### src/hw/exc_macros.svh
// Exception handler constants.
// Vector numbers, stack frame sizes, reset read offsets and pipe depth.
`ifndef EXC_MACROS_SVH
`define EXC_MACROS_SVH

// ------------------------------------------------------------
// Vector numbers.
// ------------------------------------------------------------
`define EXC_VEC_RESET      8'd0
`define EXC_VEC_ILLEGAL    8'd4
`define EXC_VEC_DIVZERO    8'd5
`define EXC_VEC_CHK        8'd6
`define EXC_VEC_TRAPCC     8'd7   // TRAPV uses the same vector.
`define EXC_VEC_PRIV       8'd8
`define EXC_VEC_TRACE      8'd9
`define EXC_VEC_1010       8'd10
`define EXC_VEC_1111       8'd11
`define EXC_VEC_AUTO       8'd24  // Autovector base, level added.
`define EXC_VEC_TRAP_BASE  8'd32  // TRAP #0.

// ------------------------------------------------------------
// Stack frames and reset.
// ------------------------------------------------------------
`define EXC_FRAME0_LONGS   3'd2   // SR/PC, format/vector word.
`define EXC_FRAME2_LONGS   3'd3   // Plus instruction address.

`define EXC_RESET_ISP_OFFS 32'h0000_0000
`define EXC_RESET_PC_OFFS  32'h0000_0004

// Opcode words fetched before the pipe counts as full.
`define EXC_PIPE_DEPTH     2'd3

`endif

### src/hw/exc_pkg.sv
// Exception handler types.
// States, exception classes, bus sizes and the grouped request signals.
package excPkg;

    // Sequencer states.
    typedef enum logic [3:0] {
        stIdle,
        stInit,
        stCalcVect,
        stGetVector,
        stBuildStack,
        stUpdatePc,
        stRestoreIsp,
        stRestorePc,
        stRefillPipe
    } excState_t;

    // Listed in priority order, highest first after excNone.
    typedef enum logic [3:0] {
        excNone,
        excReset,
        excChk,
        excTrapCc,
        excDivZero,
        excTrap,
        excTrapV,
        excIllegal,
        excLine1010,
        excLine1111,
        excPriv,
        excTrace,
        excInterrupt
    } exception_t;

    // SIZ encoding of the 68030 bus.
    typedef enum logic [1:0] {
        szLong = 2'b00,
        szByte = 2'b01,
        szWord = 2'b10
    } opSize_t;

    // ------------------------------------------------------------
    // Grouped signals.
    // ------------------------------------------------------------
    typedef struct packed {
        logic       chk;
        logic       trapCc;
        logic       divZero;
        logic       trap;
        logic       trapV;
        logic       illegal;
        logic       line1010;
        logic       line1111;
        logic       priv;
        logic       trace;
        logic [3:0] trapVector;  // TRAP #n operand.
    } trapReq_t;

    typedef struct packed {
        logic        read;
        logic        write;
        logic        cpuSpace;   // Interrupt acknowledge cycle.
        opSize_t     size;
        logic [31:0] addr;
    } busReq_t;

    typedef struct packed {
        logic srInit;
        logic pcInc;
        logic pcLoad;
        logic ispLoad;
        logic pcRestore;
        logic ipipeFlush;
        logic ipipeFill;
    } coreCtl_t;

endpackage

### src/hw/excPending.sv
// Pending exception tracker.
// Latches trap and interrupt requests and picks the next one by priority.
`timescale 1ns/1ps

module excPending import excPkg::*; (
    input  logic       CLK,
    input  logic       DATA_RDY,
    input  trapReq_t   trapReq,
    input  logic [2:0] irqLevel,
    input  logic [2:0] srMask,
    input  logic       intTrig,
    input  logic       accept,
    input  logic       done,
    output logic       hasPending,
    output exception_t curExc,
    output logic [2:0] irqPend,
    output logic [2:0] pendMask
);

    logic [excInterrupt:excReset] pend;   // One flag per exception class.
    exception_t                   pick;
    exception_t                   curReg;
    logic [2:0]                   irqLevelD;
    logic [2:0]                   pendLevel;
    logic                         intReq;

    // Level 7 is taken on its rising step, whatever the mask.
    assign intReq = (intTrig && (irqLevel > srMask)) ||
                    ((irqLevel == 3'd7) && (irqLevelD != 3'd7));

    // ------------------------------------------------------------
    // Priority pick. Enum order is the priority order.
    // ------------------------------------------------------------
    always_comb begin
        pick = excNone;
        for (int i = excInterrupt; i >= excReset; i--) begin
            if (pend[i]) begin
                pick = exception_t'(i);
            end
        end
    end

    assign hasPending = (pick != excNone);
    assign curExc     = (curReg == excNone) ? pick : curReg;  // Idle shows the pick.
    assign pendMask   = (curReg == excInterrupt) ? irqPend : srMask;

    always_ff @(posedge CLK or posedge DATA_RDY) begin
        if (DATA_RDY) begin
            pend           <= '0;
            pend[excReset] <= 1'b1;   // Reset exception runs first.
        end else begin
            if (accept && hasPending) begin
                pend[pick] <= 1'b0;
            end
            // New requests win over a clear in the same cycle.
            if (trapReq.chk)      pend[excChk]       <= 1'b1;
            if (trapReq.trapCc)   pend[excTrapCc]    <= 1'b1;
            if (trapReq.divZero)  pend[excDivZero]   <= 1'b1;
            if (trapReq.trap)     pend[excTrap]      <= 1'b1;
            if (trapReq.trapV)    pend[excTrapV]     <= 1'b1;
            if (trapReq.illegal)  pend[excIllegal]   <= 1'b1;
            if (trapReq.line1010) pend[excLine1010]  <= 1'b1;
            if (trapReq.line1111) pend[excLine1111]  <= 1'b1;
            if (trapReq.priv)     pend[excPriv]      <= 1'b1;
            if (trapReq.trace)    pend[excTrace]     <= 1'b1;
            if (intReq)           pend[excInterrupt] <= 1'b1;
        end
    end

    // Interrupt level capture.
    always_ff @(posedge CLK or posedge DATA_RDY) begin
        if (DATA_RDY) begin
            irqLevelD <= 3'd7;   // No level 7 step right out of reset.
            pendLevel <= 3'd0;
            irqPend   <= 3'd0;
        end else begin
            irqLevelD <= irqLevel;
            if (intReq) begin
                pendLevel <= irqLevel;
            end
            if (accept && (pick == excInterrupt)) begin
                irqPend <= pendLevel;   // Level of the interrupt in service.
            end
        end
    end

    // Current exception.
    always_ff @(posedge CLK or posedge DATA_RDY) begin
        if (DATA_RDY) begin
            curReg <= excNone;
        end else if (accept) begin
            curReg <= pick;
        end else if (done) begin
            curReg <= excNone;
        end
    end

endmodule

### src/hw/excVector.sv
// Vector calculator.
// Holds the vector base register and forms the vector table address.
`timescale 1ns/1ps
`include "exc_macros.svh"

module excVector import excPkg::*; (
    input  logic        CLK,
    input  logic        DATA_RDY,
    input  logic        vbrWr,
    input  logic [31:0] dataIn,
    input  exception_t  curExc,
    input  logic [3:0]  trapVector,
    input  logic [2:0]  irqPend,
    input  logic        ackVector,
    input  logic        busAck,
    input  logic        autoVector,
    output logic [31:0] vecAddr,
    output logic [31:0] vbr
);

    logic [7:0] vecNum;
    logic       vecLoad;

    always_comb begin
        case (curExc)
            excChk:                 vecNum = `EXC_VEC_CHK;
            excTrapCc, excTrapV:    vecNum = `EXC_VEC_TRAPCC;
            excDivZero:             vecNum = `EXC_VEC_DIVZERO;
            excTrap:                vecNum = `EXC_VEC_TRAP_BASE + {4'd0, trapVector};
            excIllegal:             vecNum = `EXC_VEC_ILLEGAL;
            excLine1010:            vecNum = `EXC_VEC_1010;
            excLine1111:            vecNum = `EXC_VEC_1111;
            excPriv:                vecNum = `EXC_VEC_PRIV;
            excTrace:               vecNum = `EXC_VEC_TRACE;
            excInterrupt: begin
                if (autoVector) begin
                    vecNum = `EXC_VEC_AUTO + {5'd0, irqPend};
                end else begin
                    vecNum = dataIn[7:0];   // Vector byte from the device.
                end
            end
            default:                vecNum = `EXC_VEC_RESET;
        endcase
    end

    // Interrupts wait for the acknowledge cycle to end.
    assign vecLoad = ackVector && ((curExc != excInterrupt) || busAck);

    always_ff @(posedge CLK or posedge DATA_RDY) begin
        if (DATA_RDY) begin
            vbr <= 32'd0;
        end else if (vbrWr) begin
            vbr <= dataIn;
        end
    end

    always_ff @(posedge CLK) begin
        if (vecLoad) begin
            vecAddr <= vbr + {22'd0, vecNum, 2'b00};
        end
    end

endmodule

### src/hw/excSequencer.sv
// Exception sequencer.
// Runs the exception FSM, its bus cycles, the stack frame and the pipe refill.
`timescale 1ns/1ps
`include "exc_macros.svh"

module excSequencer import excPkg::*; (
    input  logic        CLK,
    input  logic        DATA_RDY,
    input  logic        hasPending,
    input  logic        coreBusy,
    input  exception_t  curExc,
    input  logic        busAck,
    input  logic        opcodeRdy,
    input  logic [31:0] vecAddr,
    output logic        accept,
    output logic        done,
    output logic        ackVector,
    output busReq_t     busReq,
    output coreCtl_t    ctl,
    output logic [3:0]  stackFormat,
    output logic [2:0]  stackPos,
    output logic        busy
);

    excState_t  state;
    excState_t  nextState;
    logic [3:0] frameFmt;
    logic [2:0] frameTop;    // Index of the first long written.
    logic       incClass;
    logic [1:0] pipeCnt;
    logic       stackEntry;

    // ------------------------------------------------------------
    // Frame format and PC advance per exception class.
    // ------------------------------------------------------------
    always_comb begin
        case (curExc)
            excInterrupt, excTrap, excIllegal, excLine1010, excLine1111, excPriv: begin
                frameFmt = 4'h0;
                frameTop = `EXC_FRAME0_LONGS - 3'd1;
            end
            default: begin
                frameFmt = 4'h2;
                frameTop = `EXC_FRAME2_LONGS - 3'd1;
            end
        endcase
    end

    always_comb begin
        case (curExc)
            excChk, excTrapCc, excDivZero, excTrap, excTrapV, excInterrupt: incClass = 1'b1;
            default: incClass = 1'b0;
        endcase
    end

    // ------------------------------------------------------------
    // Next state.
    // ------------------------------------------------------------
    always_comb begin
        nextState = state;
        case (state)
            stIdle: begin
                // Reset does not wait for the core.
                if (hasPending && (!coreBusy || (curExc == excReset))) begin
                    nextState = stInit;
                end
            end
            stInit: begin
                if (curExc == excInterrupt) begin
                    nextState = stGetVector;
                end else begin
                    nextState = stCalcVect;
                end
            end
            stCalcVect: begin
                if (curExc == excReset) begin
                    nextState = stRestoreIsp;
                end else begin
                    nextState = stBuildStack;
                end
            end
            stGetVector:  if (busAck) nextState = stBuildStack;
            stBuildStack: if (busAck && (stackPos == 3'd0)) nextState = stUpdatePc;
            stUpdatePc:   if (busAck) nextState = stRefillPipe;
            stRestoreIsp: if (busAck) nextState = stRestorePc;
            stRestorePc:  if (busAck) nextState = stRefillPipe;
            stRefillPipe: begin
                if (opcodeRdy && (pipeCnt == `EXC_PIPE_DEPTH - 2'd1)) begin
                    nextState = stIdle;
                end
            end
            default: nextState = stIdle;
        endcase
    end

    assign stackEntry = (state != stBuildStack) && (nextState == stBuildStack);

    always_ff @(posedge CLK or posedge DATA_RDY) begin
        if (DATA_RDY) begin
            state       <= stIdle;
            stackPos    <= 3'd0;
            stackFormat <= 4'h0;
            pipeCnt     <= 2'd0;
        end else begin
            state <= nextState;
            if (stackEntry) begin
                stackPos    <= frameTop;
                stackFormat <= frameFmt;
            end else if ((state == stBuildStack) && busAck && (stackPos != 3'd0)) begin
                stackPos <= stackPos - 3'd1;   // Next long down.
            end
            if (state != stRefillPipe) begin
                pipeCnt <= 2'd0;
            end else if (opcodeRdy) begin
                pipeCnt <= pipeCnt + 2'd1;
            end
        end
    end

    assign accept    = (state == stIdle) && (nextState == stInit);
    assign done      = (state == stRefillPipe) && (nextState == stIdle);
    assign ackVector = (state == stCalcVect) || (state == stGetVector);
    assign busy      = (state != stIdle);

    // ------------------------------------------------------------
    // Bus request, decoded from the state.
    // ------------------------------------------------------------
    always_comb begin
        busReq      = '0;
        busReq.size = szLong;
        case (state)
            stGetVector: begin
                busReq.read     = 1'b1;
                busReq.cpuSpace = 1'b1;
                busReq.size     = szByte;   // Vector byte only.
            end
            stBuildStack: begin
                busReq.write = 1'b1;
                busReq.addr  = {27'd0, stackPos, 2'b00};
            end
            stUpdatePc: begin
                busReq.read = 1'b1;
                busReq.addr = vecAddr;
            end
            stRestoreIsp: begin
                busReq.read = 1'b1;
                busReq.addr = `EXC_RESET_ISP_OFFS;
            end
            stRestorePc: begin
                busReq.read = 1'b1;
                busReq.addr = `EXC_RESET_PC_OFFS;
            end
            default: ;
        endcase
    end

    // Core strobes.
    always_comb begin
        ctl.srInit     = (state == stInit);
        ctl.pcInc      = incClass && stackEntry;
        ctl.pcLoad     = (state == stUpdatePc) && busAck;
        ctl.ispLoad    = (state == stRestoreIsp) && busAck;
        ctl.pcRestore  = (state == stRestorePc) && busAck;
        ctl.ipipeFlush = (state == stInit) || ((curExc == excReset) && busy);
        ctl.ipipeFill  = (state == stRefillPipe);
    end

endmodule

### src/hw/excHandler.sv
// Exception handler top level.
// Pending tracker, vector calculator and bus sequencer.
`timescale 1ns/1ps

module excHandler import excPkg::*; (
    input  logic        CLK,
    input  logic        DATA_RDY,
    input  trapReq_t    trapReq,
    input  logic [2:0]  irqLevel,
    input  logic        intTrig,
    input  logic [2:0]  srMask,
    input  logic        coreBusy,
    input  logic        vbrWr,
    input  logic [31:0] dataIn,
    input  logic        opcodeRdy,
    input  logic        busAck,
    input  logic        autoVector,
    output busReq_t     busReq,
    output coreCtl_t    ctl,
    output logic [3:0]  stackFormat,
    output logic [2:0]  stackPos,
    output logic        busy,
    output logic [2:0]  irqPend,   // Interrupt level in service, else SR mask.
    output logic [31:0] vbr
);

    logic        hasPending;
    logic        accept;
    logic        done;
    logic        ackVector;
    exception_t  curExc;
    logic [2:0]  irqCur;
    logic [31:0] vecAddr;

    excPending u_pending (
        .CLK        (CLK),
        .DATA_RDY   (DATA_RDY),
        .trapReq    (trapReq),
        .irqLevel   (irqLevel),
        .srMask     (srMask),
        .intTrig    (intTrig),
        .accept     (accept),
        .done       (done),
        .hasPending (hasPending),
        .curExc     (curExc),
        .irqPend    (irqCur),
        .pendMask   (irqPend)
    );

    excVector u_vector (
        .CLK        (CLK),
        .DATA_RDY   (DATA_RDY),
        .vbrWr      (vbrWr),
        .dataIn     (dataIn),
        .curExc     (curExc),
        .trapVector (trapReq.trapVector),
        .irqPend    (irqCur),
        .ackVector  (ackVector),
        .busAck     (busAck),
        .autoVector (autoVector),
        .vecAddr    (vecAddr),
        .vbr        (vbr)
    );

    excSequencer u_seq (
        .CLK         (CLK),
        .DATA_RDY    (DATA_RDY),
        .hasPending  (hasPending),
        .coreBusy    (coreBusy),
        .curExc      (curExc),
        .busAck      (busAck),
        .opcodeRdy   (opcodeRdy),
        .vecAddr     (vecAddr),
        .accept      (accept),
        .done        (done),
        .ackVector   (ackVector),
        .busReq      (busReq),
        .ctl         (ctl),
        .stackFormat (stackFormat),
        .stackPos    (stackPos),
        .busy        (busy)
    );

endmodule

### config.mk
export PLATFORM = sky130hd
export DESIGN_NAME = excHandler
export DESIGN_NICKNAME = d
export VERILOG_FILES = /design/src/hw/exc_pkg.sv /design/src/hw/excPending.sv /design/src/hw/excVector.sv /design/src/hw/excSequencer.sv /design/src/hw/excHandler.sv
export VERILOG_INCLUDE_DIRS = /design/src /design/src/hw
export SDC_FILE = /design/constraint.sdc
export NUM_CORES = 1
export LEC_CHECK = 0
export BUFFER_PORTS_ARGS = -buffer_cell sky130_fd_sc_hd__buf_2
export CAP_MARGIN = 15
export CORE_AREA = 2 2 126 91
export CTS_BUF_LIST = sky130_fd_sc_hd__clkbuf_16
export DETAILED_ROUTE_END_ITERATION = 8
export DIE_AREA = 0 0 128 93
export GPL_ROUTABILITY_DRIVEN = 1
export PLACE_DENSITY = 0.82
export RECOVER_POWER = 50
export SYNTH_ARGS = -nofsm -noshare
export SYNTH_HDL_FRONTEND = slang
export SYNTH_HIERARCHICAL = 1
export SYNTH_SLANG_ARGS = --single-unit
### constraint.sdc
create_clock -name CLK -period 5.12 [get_ports CLK]
set_clock_uncertainty 0.15 [all_clocks]
set_input_delay 0.768 -clock CLK [delete_from_list [all_inputs] [get_ports CLK]]
set_output_delay 0.768 -clock CLK [all_outputs]
set_load 0.02 [all_outputs]
## Yosys cells after proc, flatten, opt, wreduce, memory -nomap -nowiden

Cells that the tools add are included.

| cells by class | value |
|---|---|
| add/sub/neg operators | 5 |
| $mul | 0 |
| divide/modulo/power cells | 0 |
| magnitude comparators | 3 |
| equality and inequality tests | 30 |
| shift operators | 0 |
| multiplexer cells | 52 |
| bitwise gates (word level) | 2 |
| reduce and logical (&&, ||, !) cells | 51 |

Operators by type and width:

| cell | count |
|---|---|
| 32-bit case mux with 3 select lines | 1 |
| 4-bit two-way mux | 21 |
| 8-bit case mux with 10 select lines | 1 |
| 4-bit by 3-bit == test with 1-bit output (second input constant) | 9 |
| 32-bit by 10-bit adder with 32-bit output | 1 |
| 4-bit == test (second input constant) | 8 |
| 4-bit case mux with 8 select lines | 1 |
| 2-bit nonzero test | 14 |
| 1-bit logical AND | 19 |
| 4-bit by 2-bit == test with 1-bit output (second input constant) | 4 |
| 1-bit two-way mux | 16 |
| 12-bit AND | 1 |
| 4-bit by 1-bit == test with 1-bit output (second input constant) | 3 |
| 4-bit zero test | 3 |
| 12-bit two-way mux | 1 |
| 3-bit two-way mux | 4 |
| 12-bit inverter | 1 |
| 6-bit OR reduction | 2 |
| 2-bit two-way mux | 5 |
| 8-bit two-way mux | 1 |
| 4-bit inequality test (second input constant) | 2 |
| 4-bit nonzero test | 2 |
| 6-bit by 4-bit adder with 7-bit output (first input constant) | 1 |
| 5-bit by 3-bit adder with 6-bit output (first input constant) | 1 |
| other kinds (16) | 21 |

| storage, ports and cells | value |
|---|---|
| register bits | 102 |
| bits in latches | 0 |
| RAM bits | 0 |
| ROM bits | 0 |
| bits of input ports | 60 |
| logic and storage cells | 165 |
| memories kept | 0 |

## Depth between registers and ports, before layout

Gate-level depths: netlist (run 1).

| depth | value |
|---|---|
| depth in word-level cells | 23 |
| gate-level depth with buffers | 18 |
| depth with buffers taken out | 16 |

## Hierarchy

The synthesis (run 1) kept the hierarchy.

By module, submodules not included:

| module | instances | cells an instance | area each (sq um) | sequential area each (sq um) |
|---|---|---|---|---|
| excVector | 1 | 254 | 3174.3 | 1761.7 |
| excPending | 1 | 137 | 1396.3 | 630.6 |
| excSequencer | 1 | 140 | 1057.3 | 250.2 |

## Worst setup path before layout (run 1)

Ideal clock, no wire load.

| timing path | value |
|---|---|
| path type | reg2out |
| start point | register u_pending/pend[4] in the netlist's numbering |
| end point | output ctl[5] in the netlist's numbering |
| arrival | 3490 ps |
| slack | 712 ps |
| cell stages (with the launch flop) | 10 |
| buffers on the path | 0 |
| cell sequence | dfrtp_1 -> nor4_4 -> and3b_1 -> o21ai_1 -> o41ai_2 -> or4b_4 -> mux2i_1 -> o22ai_1 -> nand3_2 -> a2111oi_0 |

RTL lines:

| what | line | source |
|---|---|---|
| start, declared | excPending.sv:20 | `logic [excInterrupt:excReset] pend;` |
| start signal, assigned | excPending.sv:49 | `pend <= '0;` |
| start signal, assigned by index | excPending.sv:50 | `pend[excReset] <= 1'b1;` |
| start signal, assigned by index | excPending.sv:53 | `pend[pick] <= 1'b0;` |
| end, declared | excHandler.sv:19 | `output coreCtl_t ctl,` |

## Worst setup path in the final report (run 1)

| timing path | value |
|---|---|
| start point | register u_pending/pend[10] in the netlist's numbering |
| end point | register u_vector.vecAddr[25], data pin |

| between the ends | value |
|---|---|
| cells in the longest elaborated chain, start to end | 15 |

RTL lines:

| what | line | source |
|---|---|---|
| 4-bit two-way mux (*) (10 in a row) | excPending.sv:37 | `if (pend[i]) begin` |
| 4-bit two-way mux (*) | excPending.sv:44 | `assign curExc = (curReg == excNone) ? pick : curReg;` |
| net curExc[0] | excHandler.sv:31 | `exception_t curExc;` |
| 4-bit by 2-bit == test with 1-bit output / 4-bit by 3-bit == test with 1-bit output (equally long branches) | excVector.sv:25 | `case (curExc)` |
| 2-bit OR reduction | excVector.sv:25 |  |
| 8-bit case mux with 10 select lines (*) | excVector.sv:25 |  |
| 32-bit by 10-bit adder with 32-bit output (*) | excVector.sv:59 | `vecAddr <= vbr + {22'd0, vecNum, 2'b00};` |
| end signal, assigned | excVector.sv:59 |  |
| end, declared | excVector.sv:17 | `output logic [31:0] vecAddr,` |

The timed path passes the listed nets; every way through them passes the cells marked *.
A chain may end at the register's enable or synchronous reset.

==> results of run 1 <==
-- cell usage in the layout (no fill, tap or decap), drive strengths merged, types with 3 or more instances in the layout --
cell    Yosys  routed
o21a        5       5
dfstp       4       4
o211ai      7       7
dfrtp      63      63
and2       32      32
nor4        4       4
nor2       41      41
inv        26      30
or3         3       3
nor3       14      14
nand4      12      12
nand3b      5       5
ha         14      14
o21ai      17      17
xor2       10      10
buf        14     111
a31oi      10      10
o22ai       3       3
nand2      34      34
a21o        9       9
and3       11      11
nor3b       3       3
clkbuf     12      45
mux2i       6       6
mux2       36      36
xnor2      20      20
conb        1       4
nand3       8       8
nor2b      10      10
a21oi      19      19
edfxtp     32      32
nand2b     11      11
-- per-layer routing --
layer  vias up  track usage (%)  part of all wire [%]
met5         -                0                     0
met4         0             7.69                   2.1
met3        24             5.03                   6.6
met2       199             38.0                    48
met1      2191             31.0                    44
li1       2166                -                     -
-- area by class of cell --
type	count	area (um^2)
fillers	885	4060
multi-input cells	383	2760
flip-flops and latches	99	2640
repair buffers	147	701
clock buffers	9	225
well taps	136	170
inverters	26	97.6
clock inverters	7	80.1
-- synthesized netlist by cell type (11+ instances only) --
cell,count,area share (%)
a21oi_1,19,1.7
and2_1,32,3.6
clkbuf_1,11,0.73
dfrtp_1,63,28
edfxtp_1,32,17
ha_1,14,3.1
inv_1,25,1.7
mux2_2,33,6.6
nand2_1,33,2.2
nand2b_1,11,1.2
nand4_1,11,1.2
nor2_1,40,2.7
nor3_1,13,1.2
o21ai_0,12,1.1
xnor2_1,20,3.1
-- flip-flops by register name, summed over array words and instances (netlist names) --
| name | count |
|---|---|
| u_pending/curReg | 4 |
| u_pending/irqLevelD | 3 |
| u_pending/irqPend | 3 |
| u_pending/pend | 12 |
| u_pending/pendLevel | 3 |
| u_seq/pipeCnt | 2 |
| u_seq/stackFormat | 1 |
| u_seq/stackPos | 3 |
| u_seq/state | 4 |
| u_vector/vbr | 32 |
| u_vector/vecAddr | 32 |
-- cells by family after synthesis --
group | after synthesis | share of synthesized area (%)
mux | 42 | 8.27
compound gates | 95 | 11.9
flops | 99 | 47.0
other cells | 1 | 0.0666
fa+ha+maj | 15 | 3.47
xor+xnor | 30 | 4.67
simple gates | 197 | 20.5
buf+inv | 52 | 4.25
-- power by group through the flow --
stage	logic (uW)	registers [uW]	clock network, uW
3_5_place_dp	909	1100	0
3_3_place_gp	882	1100	0
5_1_grt	1000	1110	738
4_1_cts	918	1090	709
2_1_floorplan	667	1080	0
6_report	913	1090	696
-- path summary, 6_finish.rpt --
path	cells after the start	slack, ns	from	to
max	14	0.55	u_pending/pend[10]	u_vector/vecAddr[25]
min	2	0.28	DATA_RDY	u_seq/stackPos[1]
max reg2reg	14	0.55	u_pending/pend[10]	u_vector/vecAddr[25]
min reg2reg	0	0.33	u_vector/vbr[0]	u_vector/vecAddr[0]
max in group asynchronous	3	2.80	DATA_RDY	u_vector/vbr[28]
min in group CLK	0	0.33	u_vector/vbr[0]	u_vector/vecAddr[0]
-- through the flow --
step	total power [uW]	area (um^2)	hold slack (ns)	util, %	instances
detailed placement	2010	6420	0.310	59.8	791
global placement	1980	6420	0.302	59.8	791
finish	2700	6670	0.279	62.2	807
CTS	2710	6720	0.268	62.6	807
global route	2850	6670	0.306	62.2	807
floorplan	1750	5640	0.309	-	534
==> out/metrics.yaml, run 1 <==
pwr:
  power_frac_comb_pct: 33.8
  p_leak_uw: 0.00300
  power.switching_uw: 1000
  p_per_area_mw_per_mm2: 405
  p_int_uw: 1700
  irDropWorstVdd_v: 0.000242
  clkPwrFrac_pct: 25.8
  sequentialPowerShare_pct: 40.4
  netSwitchingFraction_pct: 37.1
worst_setup_path:
  cp.required_ns: 5.05
  worst-setup-path-type: "flop to flop"
  worst_path_largest_cell_delay_ns: 0.71
  path_buf_inv: 0
  slowest_stage: "a21oi_1"
  start_kind: "flop"
  crit_chain: "nand2b_1 > a221oi_1 > o31ai_1 > a21oi_1 > nor2_1 > o21a_1 > a31oi_1 > o22ai_1 > ha_1 > o211ai_1 > o21ai_1 > a41o_1 > nand4_1 > xnor2_1"
  path_delay_family: "compound AO/OA/AOI/OAI gates"
  cp_max_fo: 14
  critPathArrivalTime_ns: 4.51
  end_kind: "flop"
die:
  fp.dieW_um: 128
  die_area_mm2: 0.0119
  die_h_um: 93
  ios: 147
  row_count: 32
  initial_utilization_pct: 52.4
  core_mm2: 0.0107
clock_network:
  cts_buffers: 9
  cts_buffer_depth: 2
  clk_pin_slew_worst_paths_ns: 0.07
  cts_hold_buf: 0
  htreeDepth: 3
  cts_tree: "built"
  cts_setup_buffers: 0
  clock-sinks: 99
  ctsResizeCount: 0
  cts_root_buffer: "clkbuf_16"
  clk_latency_ns: 0.35
logic_synthesis:
  synth-edff-count: 32
  synth_ff_type: "dfrtp_1"
  yosysWarnings: 6
  syn_inst: 531
  syn_area_per_cell_um2: 10.6
  async_flop_share_pct: 67.7
  netlist_area_mm2: 0.00563
  yosysSeqAreaShare_pct: 47.0
  synth-seq-cells: 99
  synth.distinct_cells: 77
timing:
  layout_setup_ws_ns: 0.547
  fmax_ghz: 0.219
  period_share_pct: 89.3
  slew_headroom_pct: -22.5
  tns_ns: 0
  worst_pin_slew_ns: 1.84
  rsz0062_at_grt: "no"
  min_period_ns: 4.57
  hold_viol: 0
  setup_viol: 0
  maxSlewViolCount: 67
detailed_routing:
  drt-total-wl_um: 13500
  drt_iter0_markers: 272
  ant_nets: 0
  viasPerCell: 5.68
  drc_errors: 0
  dr_total_vias: 4580
  avgRoutedWirePerCell_um: 16.7
  drt_pass1_iterations: 5
place:
  gp_congestion: 0.901
  io_buffers: 142
  place_hpwl_um: 10100
  post-place-ws_ns: 0.685
cells_and_area:
  antennaDiodeCount: 0
  fin_nets: 741
  area_growth_pct: 18.6
  layout-drive-gt1-share_pct: 27.4
global_routing:
  grt_pass1_vias: 4469
  grt_pass1_wl_um: 21700
  grt_max_degree: 34
  grt.overflow.total: 0
  grt_antenna_before_repair: 0
  grt_usage_pct: 23.2
run_status:
  failed_checks: "max-capacitance violations, max-slew violations"
  status: "finished, violations left"
job:
  max-cap-violations: 2
min_path:
  hold_class: "primary input to asynchronous set/reset pin"
(Power assumes the default switching activity.)
==> run 2: changes to the inputs <==
Settings changed: PLACE_DENSITY 0.82 to 0.8.
==> out/metrics.yaml, run 2 (synthesis results as in run 1) <==
timing:
  slew_headroom_pct: -24.1  # -1.6 points
  setup_viol: 0  # unchanged
  tns_ns: 0  # unchanged
  worst_pin_slew_ns: 1.86  # +0.0243 ns
  fmax_ghz: 0.213  # -2.6%
  period_share_pct: 91.7  # +2.4 points
  maxSlewViolCount: 67  # unchanged
  hold_viol: 0  # unchanged
  layout_setup_ws_ns: 0.425  # -0.122 ns
  rsz0062_at_grt: "no"
  min_period_ns: 4.69  # +0.122 ns
  holdWs_ns: 0.286  # +0.00640 ns
die:
  core_mm2: 0.0107  # unchanged
  die_h_um: 93  # unchanged
  die_area_mm2: 0.0119  # unchanged
  initial_utilization_pct: 52.4  # unchanged
  ios: 147  # unchanged
  row_count: 32  # unchanged
  fp.dieW_um: 128  # unchanged
pwr:
  p_per_area_mw_per_mm2: 396  # -2.0%
  irDropWorstVdd_v: 0.000239  # -1.5%
  total_power_uw: 2630  # -2.4%
  p_leak_uw: 0.00298  # -0.54%
global_routing:
  grt_usage_pct: 23.4  # +0.14 points
  grt_max_degree: 34  # unchanged
  grt.overflow.total: 0  # unchanged
  grt_pass1_wl_um: 21900  # +0.54%
  grt_pass1_vias: 4507  # +0.85%
  grt_antenna_before_repair: 0  # unchanged
worst_setup_path:
  rrSetupSlack_ns: 0.55  # about the same
  reg2regPathDepth: 14  # unchanged
  crit_start: "u_pending/pend[7]"
  r2r-start: "u_pending/pend[7]"
  r2r_end: "u_vector/vecAddr[27]"
  crit_chain: "nor2_1 > a221oi_1 > o31ai_1 > a21oi_1 > or4b_4 > mux2i_1 > o22ai_1 > nand3_2 > a2111oi_0 > buf_2"
  cp.required_ns: 4.20  # -0.85 ns
  worst-setup-path-type: "flop to output port"
  worst_path_largest_cell_delay_ns: 0.61  # -0.10 ns
  start_kind: "flop"
  slowest_stage: "o31ai_1"
  critPathArrivalTime_ns: 3.78  # -0.73 ns
  cp_max_fo: 14  # unchanged
  crit_path_end: "ctl[5]"
  end_kind: "output port"
detailed_routing:
  avgRoutedWirePerCell_um: 16.7  # about the same
  dr_total_vias: 4545  # -0.76%
  ant_nets: 0  # unchanged
  drt-total-wl_um: 13500  # about the same
  drt_iter0_markers: 279  # +2.6%
  drc_errors: 0  # unchanged
  viasPerCell: 5.63  # -0.76%
  drt_pass1_iterations: 5  # unchanged
clock_network:
  cts_root_buffer: "clkbuf_16"
  cts_setup_buffers: 0  # unchanged
  ctsResizeCount: 0  # unchanged
  cts_tree: "built"
  cts_buffers: 9  # unchanged
  cts_hold_buf: 0  # unchanged
  clk_latency_ns: 0.34  # about the same
  clock-sinks: 99  # unchanged
  htreeDepth: 3  # unchanged
  cts_buffer_depth: 2  # unchanged
  clk_pin_slew_worst_paths_ns: 0.07  # about the same
cells_and_area:
  final_area_mm2: 0.00665  # -0.43%
  area_growth_pct: 18.1
  top_regs: "u_vector/vbr x32, u_vector/vecAddr x32, u_pending/pend x12"
  fin_nets: 741  # unchanged
  most-common-layout-cells: "108 x buf_2, 63 x dfrtp_1, 40 x nor2_1, 35 x clkbuf_1"
  antennaDiodeCount: 0  # unchanged
  layout-drive-gt1-share_pct: 27.4  # unchanged
  layout_commonest_cell: "buf_2"
min_path:
  hold_class: "primary input to asynchronous set/reset pin"
run_status:
  status: "finished, violations left"
  failed_checks: "max-capacitance violations, max-slew violations"
place:
  placed_area_mm2: 0.00642  # unchanged
  place_hpwl_um: 10200  # +0.77%
  io_buffers: 142  # unchanged
  post-place-ws_ns: 0.666  # -0.0191 ns
  gp_congestion: 0.926  # +2.8%
job:
  max-cap-violations: 2  # unchanged
-- run 2: area by class of cell --
| cell class | instances | area [um^2] |
|---|---|---|
| clock buffers | 9 | 225 |
| clock inverters | 7 | 50.0 |
| fillers | 896 | 4090 |
| inverters | 26 | 97.6 |
| multi-input cells | 383 | 2760 |
| flip-flops and latches | 99 | 2640 |
| well taps | 136 | 170 |
| repair buffers | 147 | 702 |
-- run 2: worst min-delay path by stage --
stage               slack, ns                    from                   end
floorplan                0.31  u_pending/pendLevel[0]  u_pending/irqPend[0]
global placement         0.30         u_vector/vbr[0]   u_vector/vecAddr[0]
detailed placement       0.31         u_vector/vbr[0]   u_vector/vecAddr[0]
CTS                      0.28                DATA_RDY     u_seq/stackPos[0]
global route             0.32                DATA_RDY     u_seq/stackPos[0]
finish                   0.29                DATA_RDY     u_seq/stackPos[0]
-- run 2: where the power goes --
part	internal [uW]	leakage (uW)	total, uW	switching [uW]
combinational	356	0.00179	912	556
sequential	957	0.00106	1090	135
clock	331	0.000130	629	298
total	1640	0.00298	2630	990
-- run 2: worst max-delay path: cells and delay by family, from the launching register on --
kind                   cells  cell delay [ns]
muxes                      1             0.07
buffers and inverters      1             0.27
and+or+nand+nor            3             0.68
DFF                        1             0.48
AOI/OAI and AO/OA          5             1.93
-- run 2: metrics by stage --
step / cells / util [%]
after floorplan: 534 / -
after global placement: 791 / 59.8
after detailed placement: 791 / 59.8
after CTS: 807 / 62.4
after global routing: 807 / 61.9
final: 807 / 61.9
-- run 2: per-layer routing --
layer | global-route usage (%) | part of all wire, %
met2 | 37.0 | 46
met1 | 31.7 | 45
met4 | 8.61 | 2.4
met3 | 5.26 | 6.7
met5 | 0 | 0
